### src/ldpc_pkg.sv
// LDPC check-node shared definitions

package ldpc_pkg;

    // Check-node geometry
    localparam int EDGES     = 8;
    localparam int IDX_WIDTH = 3;
    localparam int MAG_WIDTH = 5;

    // Offset min-sum correction
    localparam int OFFSET = 1;

    // Pipeline depths in cycles
    localparam int SIGN_LATENCY = 3;
    localparam int CNU_LATENCY  = 4;

    // Sign-magnitude message, sign high means negative
    typedef struct packed {
        logic                 sign;
        logic [MAG_WIDTH-1:0] mag;
    } ldpc_msg_t;

    typedef ldpc_msg_t [EDGES-1:0] ldpc_vec_t;

    typedef enum logic {
        MODE_MIN_SUM = 1'b0,
        MODE_OFFSET  = 1'b1
    } cnu_mode_e;

    typedef struct packed {
        logic                 valid;
        cnu_mode_e            mode;
        logic [MAG_WIDTH-1:0] min1;
        logic [MAG_WIDTH-1:0] min2;
        logic [IDX_WIDTH-1:0] min_idx;
    } min_result_t;

    typedef struct packed {
        logic             total;
        logic [EDGES-1:0] own;
    } sign_result_t;

endpackage : ldpc_pkg

### src/ldpc_signer.sv
// Check-node sign product
// Three-stage XOR tree with per-edge signs delayed alongside

`timescale 1ns/1ps

module ldpc_signer import ldpc_pkg::*; (
    input  logic         i_clock,
    input  logic         i_reset,
    input  ldpc_vec_t    i_msgs,
    output sign_result_t o_signs
);

    logic [EDGES-1:0] edge_signs;

    logic sign_lo_r0;
    logic sign_hi_r0;
    logic sign_all_r1;
    logic sign_all_r2;

    // Own signs, one entry per stage
    logic [EDGES-1:0] own_pipe [SIGN_LATENCY];

    always_comb begin
        for (int k = 0; k < EDGES; k++) begin
            edge_signs[k] = i_msgs[k].sign;
        end
    end

    always_ff @(posedge i_clock) begin
        if (i_reset) begin
            sign_lo_r0  <= 1'b0;
            sign_hi_r0  <= 1'b0;
            sign_all_r1 <= 1'b0;
            sign_all_r2 <= 1'b0;
            for (int s = 0; s < SIGN_LATENCY; s++) begin
                own_pipe[s] <= '0;
            end
        end else begin
            // Stage 0, two half products
            sign_lo_r0  <= ^edge_signs[3:0];
            sign_hi_r0  <= ^edge_signs[7:4];
            // Stage 1
            sign_all_r1 <= sign_lo_r0 ^ sign_hi_r0;
            // Stage 2
            sign_all_r2 <= sign_all_r1;

            own_pipe[0] <= edge_signs;
            for (int s = 1; s < SIGN_LATENCY; s++) begin
                own_pipe[s] <= own_pipe[s-1];
            end
        end
    end

    assign o_signs.total = sign_all_r2;
    assign o_signs.own   = own_pipe[SIGN_LATENCY-1];

endmodule : ldpc_signer

### src/ldpc_minimum.sv
// Check-node minimum search
// Three-stage min1, min2 and min-index tree

`timescale 1ns/1ps

module ldpc_minimum import ldpc_pkg::*; (
    input  logic        i_clock,
    input  logic        i_reset,
    input  logic        i_valid,
    input  cnu_mode_e   i_mode,
    input  ldpc_vec_t   i_msgs,
    output min_result_t o_min
);

    // Partial result of one subtree
    typedef struct packed {
        logic [MAG_WIDTH-1:0] min1;
        logic [MAG_WIDTH-1:0] min2;
        logic [IDX_WIDTH-1:0] idx;
    } min_part_t;

    // Leaf compare of two neighbouring edges, lower index wins ties
    function automatic min_part_t pair_min(input ldpc_msg_t a, input ldpc_msg_t b,
                                           input int a_idx);
        min_part_t p;
        if (b.mag < a.mag) begin
            p.min1 = b.mag;
            p.min2 = a.mag;
            p.idx  = IDX_WIDTH'(a_idx + 1);
        end else begin
            p.min1 = a.mag;
            p.min2 = b.mag;
            p.idx  = IDX_WIDTH'(a_idx);
        end
        return p;
    endfunction

    // Merge of two subtrees, a covers the lower indices
    function automatic min_part_t merge_min(input min_part_t a, input min_part_t b);
        min_part_t m;
        if (b.min1 < a.min1) begin
            m.min1 = b.min1;
            m.idx  = b.idx;
            m.min2 = (a.min1 < b.min2) ? a.min1 : b.min2;
        end else begin
            m.min1 = a.min1;
            m.idx  = a.idx;
            m.min2 = (b.min1 < a.min2) ? b.min1 : a.min2;
        end
        return m;
    endfunction

    min_part_t pair_r0 [4];
    min_part_t quad_r1 [2];
    min_part_t root_c;

    logic      valid_r0;
    logic      valid_r1;
    cnu_mode_e mode_r0;
    cnu_mode_e mode_r1;

    // Final merge ahead of the result register
    always_comb begin
        root_c = merge_min(quad_r1[0], quad_r1[1]);
    end

    always_ff @(posedge i_clock) begin
        if (i_reset) begin
            for (int j = 0; j < 4; j++) begin
                pair_r0[j] <= '0;
            end
            quad_r1[0] <= '0;
            quad_r1[1] <= '0;
            valid_r0   <= 1'b0;
            valid_r1   <= 1'b0;
            mode_r0    <= MODE_MIN_SUM;
            mode_r1    <= MODE_MIN_SUM;
            o_min      <= '0;
        end else begin
            // Stage 0
            for (int j = 0; j < 4; j++) begin
                pair_r0[j] <= pair_min(i_msgs[2*j], i_msgs[2*j+1], 2*j);
            end
            valid_r0 <= i_valid;
            mode_r0  <= i_mode;

            // Stage 1
            quad_r1[0] <= merge_min(pair_r0[0], pair_r0[1]);
            quad_r1[1] <= merge_min(pair_r0[2], pair_r0[3]);
            valid_r1   <= valid_r0;
            mode_r1    <= mode_r0;

            // Stage 2, final merge into the result
            o_min.min1    <= root_c.min1;
            o_min.min2    <= root_c.min2;
            o_min.min_idx <= root_c.idx;
            o_min.valid   <= valid_r1;
            o_min.mode    <= mode_r1;
        end
    end

endmodule : ldpc_minimum

### src/ldpc_check_update.sv
// Check-to-variable message update
// Excluded-edge magnitude and sign, optional offset

`timescale 1ns/1ps

module ldpc_check_update import ldpc_pkg::*; (
    input  logic         i_clock,
    input  logic         i_reset,
    input  sign_result_t i_signs,
    input  min_result_t  i_min,
    output logic         o_valid,
    output ldpc_vec_t    o_msgs
);

    localparam logic [MAG_WIDTH-1:0] OFFSET_MAG = MAG_WIDTH'(OFFSET);

    logic [MAG_WIDTH-1:0] mag_sel [EDGES];
    ldpc_vec_t            msgs_next;

    always_comb begin
        for (int k = 0; k < EDGES; k++) begin
            // The minimum edge sees the second minimum
            if (IDX_WIDTH'(k) == i_min.min_idx) begin
                mag_sel[k] = i_min.min2;
            end else begin
                mag_sel[k] = i_min.min1;
            end

            if (i_min.mode == MODE_OFFSET) begin
                // Saturate at zero
                if (mag_sel[k] > OFFSET_MAG) begin
                    msgs_next[k].mag = mag_sel[k] - OFFSET_MAG;
                end else begin
                    msgs_next[k].mag = '0;
                end
            end else begin
                msgs_next[k].mag = mag_sel[k];
            end

            // Product of the other seven signs
            msgs_next[k].sign = i_signs.total ^ i_signs.own[k];
        end
    end

    always_ff @(posedge i_clock) begin
        if (i_reset) begin
            o_valid <= 1'b0;
            o_msgs  <= '0;
        end else begin
            o_valid <= i_min.valid;
            o_msgs  <= msgs_next;
        end
    end

endmodule : ldpc_check_update

### src/ldpc_check_node.sv
// Min-sum LDPC check-node unit
// Four-cycle pipeline, one vector per cycle

`timescale 1ns/1ps

module ldpc_check_node import ldpc_pkg::*; (
    input  logic      i_clock,
    input  logic      i_reset,
    input  logic      i_valid,
    input  cnu_mode_e i_mode,
    input  ldpc_vec_t i_msgs,
    output logic      o_valid,
    output ldpc_vec_t o_msgs
);

    // Both results land on the same cycle
    sign_result_t signs;
    min_result_t  mins;

    ldpc_signer u_signer (
        .i_clock (i_clock),
        .i_reset (i_reset),
        .i_msgs  (i_msgs),
        .o_signs (signs)
    );

    ldpc_minimum u_minimum (
        .i_clock (i_clock),
        .i_reset (i_reset),
        .i_valid (i_valid),
        .i_mode  (i_mode),
        .i_msgs  (i_msgs),
        .o_min   (mins)
    );

    ldpc_check_update u_update (
        .i_clock (i_clock),
        .i_reset (i_reset),
        .i_signs (signs),
        .i_min   (mins),
        .o_valid (o_valid),
        .o_msgs  (o_msgs)
    );

endmodule : ldpc_check_node

### config.mk
export PLATFORM = sky130hd
export DESIGN_NAME = ldpc_check_node
export DESIGN_NICKNAME = d
export VERILOG_FILES = /design/src/ldpc_pkg.sv /design/src/ldpc_signer.sv /design/src/ldpc_minimum.sv /design/src/ldpc_check_update.sv /design/src/ldpc_check_node.sv
export SDC_FILE = /design/constraint.sdc
export NUM_CORES = 1
export LEC_CHECK = 0
export ABC_AREA = 1
export BUFFER_PORTS_ARGS = -buffer_cell sky130_fd_sc_hd__buf_2
export CORE_MARGIN = 5
export CORE_UTILIZATION = 59
export CTS_CLUSTER_DIAMETER = 50
export DETAILED_ROUTE_END_ITERATION = 10
export GPL_TIMING_DRIVEN = 0
export PLACE_DENSITY = 0.8
export SLEW_MARGIN = 30
export SYNTH_ARGS = -nofsm -noshare
export SYNTH_HDL_FRONTEND = slang
export SYNTH_SLANG_ARGS = --single-unit
### constraint.sdc
create_clock -name i_clock -period 2.36 [get_ports i_clock]
set_clock_uncertainty 0.2 [all_clocks]
set_input_delay 0.236 -clock i_clock [delete_from_list [all_inputs] [get_ports i_clock]]
set_output_delay 0.236 -clock i_clock [all_outputs]
set_load 0.05 [all_outputs]
# Word level (Yosys, flattened, before mapping)
# Memory sizes are Yosys's and may differ from the RTL's.
# Cells that the tools add are included.
# word_totals
register_bits,72
latchBits,0
ramBits,102
romBits,0
in_bits,52
out_inout_bits,49
mem_count,3
# classes
n_addsub,8
n_mul,0
div,0
order_cmp,21
n_eq_ne,7
n_shift,0
mux,55
bitwise_logic,18
n_reduce_logical,3
# memory_table
memory,depth,width,rd,rd_clocked_by_memory_dff,write_ports,line_no,source
u_minimum.pair_r0,4,13,4,0,4,ldpc_minimum.sv:53,min_part_t pair_r0 [4];
u_minimum.quad_r1,2,13,2,0,2,ldpc_minimum.sv:54,min_part_t quad_r1 [2];
u_signer.own_pipe,3,8,3,0,3,ldpc_signer.sv:21,logic [EDGES-1:0] own_pipe [SIGN_LATENCY];
# ops
cell,count
13-bit two-way mux,19
5-bit two-way mux,30
5-bit less-than comparator,13
5-bit by 1-bit > comparator with 1-bit output (second input constant),8
5-bit by 1-bit subtractor with 5-bit output (second input constant),8
8-bit two-way mux,3
3-bit == test (first input constant),4
1-bit bitwise OR,9
1-bit XOR,9
4-bit XOR reduction,2
2-bit by 3-bit == test with 1-bit output (first input constant),2
1-bit by 3-bit == test with 1-bit output (first input constant),1
3-bit logical NOT,1
1-bit two-way mux,3

# Logic depth before layout (Yosys ltp)
# logic_depth
depth_word,5
ltp_mapped,12

# By module
# Synthesis repeated with hierarchy kept, for this count alone.
# unflattened
cells_unflattened,1250
area_unflattened_um2,8896.0
# by_module_without_submodules
mod,instances,cells_each,area_per_inst_um2
ldpc_minimum,1,660,4845.9
ldpc_check_update,1,472,3083.0
ldpc_signer,1,118,967.2

# Least setup slack after synthesis
# OpenSTA, ideal clock, no wires.
# synth_path
path_type,register to register
start,memory u_minimum.pair_r0[2][10] in the netlist's numbering
end,memory u_minimum.quad_r1[0][20] in the netlist's numbering
setup_ns,0.113
arrival_time_ns,1.522
required_ns,2.047
slack_ns,0.525
path_stages_with_launch,12
synth_period_minus_slack_ns,1.835
cell_sequence,dfxtp_1 inv_1 ha_1 nand2_1 inv_1 o21ai_0 nand3_1 inv_1 clkbuf_1 nand3_1 nand2_1 nor2_1
# synth_rtl
item,line_no
from (decl),ldpc_minimum.sv:53
to (decl),ldpc_minimum.sv:54

==> reports/qor.txt <==
count of cell types in the netlist = 34
leading area contributor after synthesis = dfxtp_1
Req. time, crit path = 2.47 ns
Post-synth EDFFs = 0
Post-Syn Area = 8750 sq um
Area Growth Syn to Fin = 24.1%
Leak = 5.50 nW
fin crit share = 102%
largest net degree at the start of global routing = 17
synth top area cells = dfxtp_1, nand2_1, ha_1
pre-CTS setup slack = 0.182 ns
slew margin rel. = 55.6%
#FFs+latches synth = 166
Clock Pin Slew Worst Setup and Hold Paths = 0.06 ns
final core occ = 74.7%
Final ANT Viol Nets = 0
vias in the first global route = 7,983
YS warnings = 0
total CTS buffers = 17
Initial DRC Count = 703
Fin Hold WS = 0.0719 ns
Fin. Hold Viols = 0
CTS tree = yes
Crit Path Max Fanout = 5
Post-DP HPWL = 14,500 um
cell area after layout = 10,900 sq um
chip width = 132 um
Async SR Flop Fraction = 0%
DRT Wirelength = 22,700 um
Gate Count Post-Synth = 1,211
family with the most delay on the worst path = buffers and inverters
Wirelength per Cell = 14.2 um
gpl congestion = 0.871
initial antenna violation count = 1
Peak VDD IR = 714 uV
Power Density = 1080 nW/um^2
synthesized area per cell = 7.23 sq um
placed instance count = 1,494
Crit path largest cell delay = 0.58 ns
# DRC = 0
cell row count = 44
initial core utilization = 60.2%
status = finished, violations left
H-Tree Depth = 4
layout cell share with drive strength beyond 1 = 16.3%
Die Area = 17,400 sq um
syn_nets = 1,323
total power = 11.7 mW
Slowest cell on crit path = dlygate4sd3_1
Critical Path AT = 2.52 ns
Vias = 8,416
Slew @ Worst Pin = 0.666 ns
Final Slew Violations = 0
violated checks = setup timing
Pre-antenna DRT Iters = 5
min setup slack post-route = -0.0432 ns
GR Overflow Total = 0
number of nets in the layout = 1,508
Port-buffer cells = 99
Post-Layout Cell Count = 1,594
Vias/cell = 5.28
Fmax = 0.416 GHz
CP Capture Type = register
I/O Pins = 101
Root Buffer = clkbuf_16
Worst-Skew Late Latency = 0.43 ns
worst path buffer plus inverter count = 4
CP Class = in -> reg
Hold/Removal Path Class = in -> reg
Die Y = 132 um
minimum clock period = 2.40 ns
Commonest cells post-synth = nand2_1, inv_1, dfxtp_1
dominant cell by count in the synthesized netlist = nand2_1
TritonCTS Sinks = 166
Startpoint Class = input port
Post-synth top flop = dfxtp_1
TNS Setup = -0.0925 ns
Placed Area = 9480 sq um
CP most frequent cell = dlygate4sd3_1
core area = 14,500 sq um
GRT Util Overall = 24.7%
final setup fails = 3
global-route wire length before repair = 36,200 um
crit path cell chain = dlygate4sd3_1 > ha_1 > nand2_1 > inv_1 > o21ai_2 > nand3_2 > buf_6 > o21ai_1 > a21oi_1 > dlygate4sd3_1
clock tree buffer depth = 2
Synth top area share = 38.0%
MaxCap Viol Count = 0
sequential area share after synthesis = 38.0%
worst paths after layout:
kind | slack [ns] | end | from | cells after the start
hold / removal | 0.07 | u_minimum.pair_r0[2][9]$_SDFF_PP0_ | i_msgs[25] | 3
setup / recovery | -0.04 | u_minimum.pair_r0[2][7]$_SDFF_PP0_ | i_msgs[31] | 10
hold reg to reg | 0.20 | u_signer.sign_all_r2$_SDFF_PP0_ | u_signer.sign_all_r1$_SDFF_PP0_ | 2
setup reg to reg | 0.25 | u_minimum.quad_r1[0][22]$_SDFF_PP0_ | u_minimum.pair_r0[2][12]$_SDFF_PP0_ | 9
where the power goes:
group / switching, mW / internal, mW / leakage [nW]
clock: 1.10 / 1.80 / 0.298
combinational: 3.53 / 1.66 / 3.83
sequential: 0.325 / 3.32 / 1.37
state kept, by name (all words and copies together) (netlist names):
name	count
u_minimum.valid_r0	1
u_signer.sign_all_r1	1
u_minimum.mode_r1	1
u_update.o_valid	1
u_minimum.mode_r0	1
u_minimum.o_min	15
u_signer.own_pipe	24
u_minimum.quad_r1	25
u_minimum.pair_r0	45
u_update.o_msgs	48
u_signer.sign_lo_r0	1
u_signer.sign_hi_r0	1
u_signer.sign_all_r2	1
u_minimum.valid_r1	1
layout make-up:
class | count | area, sq um
clock inverter | 11 | 171
multi-input combinational | 796 | 4460
clock buffer | 21 | 450
timing repair buffer | 166 | 1160
fill | 1020 | 3670
inverter | 206 | 808
antenna | 1 | 2.50
buffer | 43 | 256
sequential | 166 | 3320
tap | 184 | 230
cells in the final DEF, fill, tap and decap left out, drive strengths merged, types with 2 or more instances in the layout:
| cell type | Yosys | layout |
|---|---|---|
| a21oi | 74 | 74 |
| buf | 12 | 121 |
| bufinv | 2 | 6 |
| clkbuf | 31 | 46 |
| clkinv | 1 | 3 |
| clkinvlp | 0 | 2 |
| dfxtp | 166 | 166 |
| dlygate4sd3 | 0 | 62 |
| ha | 60 | 60 |
| inv | 203 | 206 |
| nand2 | 258 | 258 |
| nand3 | 63 | 63 |
| nand4 | 60 | 60 |
| nor2 | 146 | 146 |
| nor3 | 2 | 2 |
| o21ai | 110 | 110 |
| xnor2 | 14 | 14 |
| xor2 | 6 | 6 |
kinds of logic after synthesis:
kind of cell	Yosys count	synth area share, %
AOI/OAI and AO/OA	185	11.4
xor gates and xnor gates	20	2.00
adders and majority gates	60	8.58
buffers and inverters	249	11.7
DFF	166	38.0
and+or+nand+nor	531	28.3
worst reg2reg max path, cell delays in order, from the launching register on:
cell and delay, ns:
dfxtp_1 0.43, inv_1 0.09, ha_1 0.30, nand2_1 0.06, inv_1 0.06, o21ai_0 0.09
nand3_1 0.15, clkbuf_1 0.33, o21ai_0 0.13, a21oi_1 0.19
routing by layer:
layer	track usage, %	vias to the layer above	share of wire (%)
met5	0	-	0
met4	11.3	0	3.4
met3	5.53	84	5.7
met2	44.0	333	51
met1	28.2	3774	40
li1	-	4225	-
what timing repair did:
| action | 4_1_cts | 5_1_grt |
|---|---|---|
| setup endpoints to repair | 0 | 14 |
| buffers inserted | 0 | 6 |
| hold buffers | 63 | 0 |
| resized for setup | 0 | 58 |
| endpoints found under the hold margin | 54 | 0 |
No activity file was read; power rests on OpenSTA's default activity.
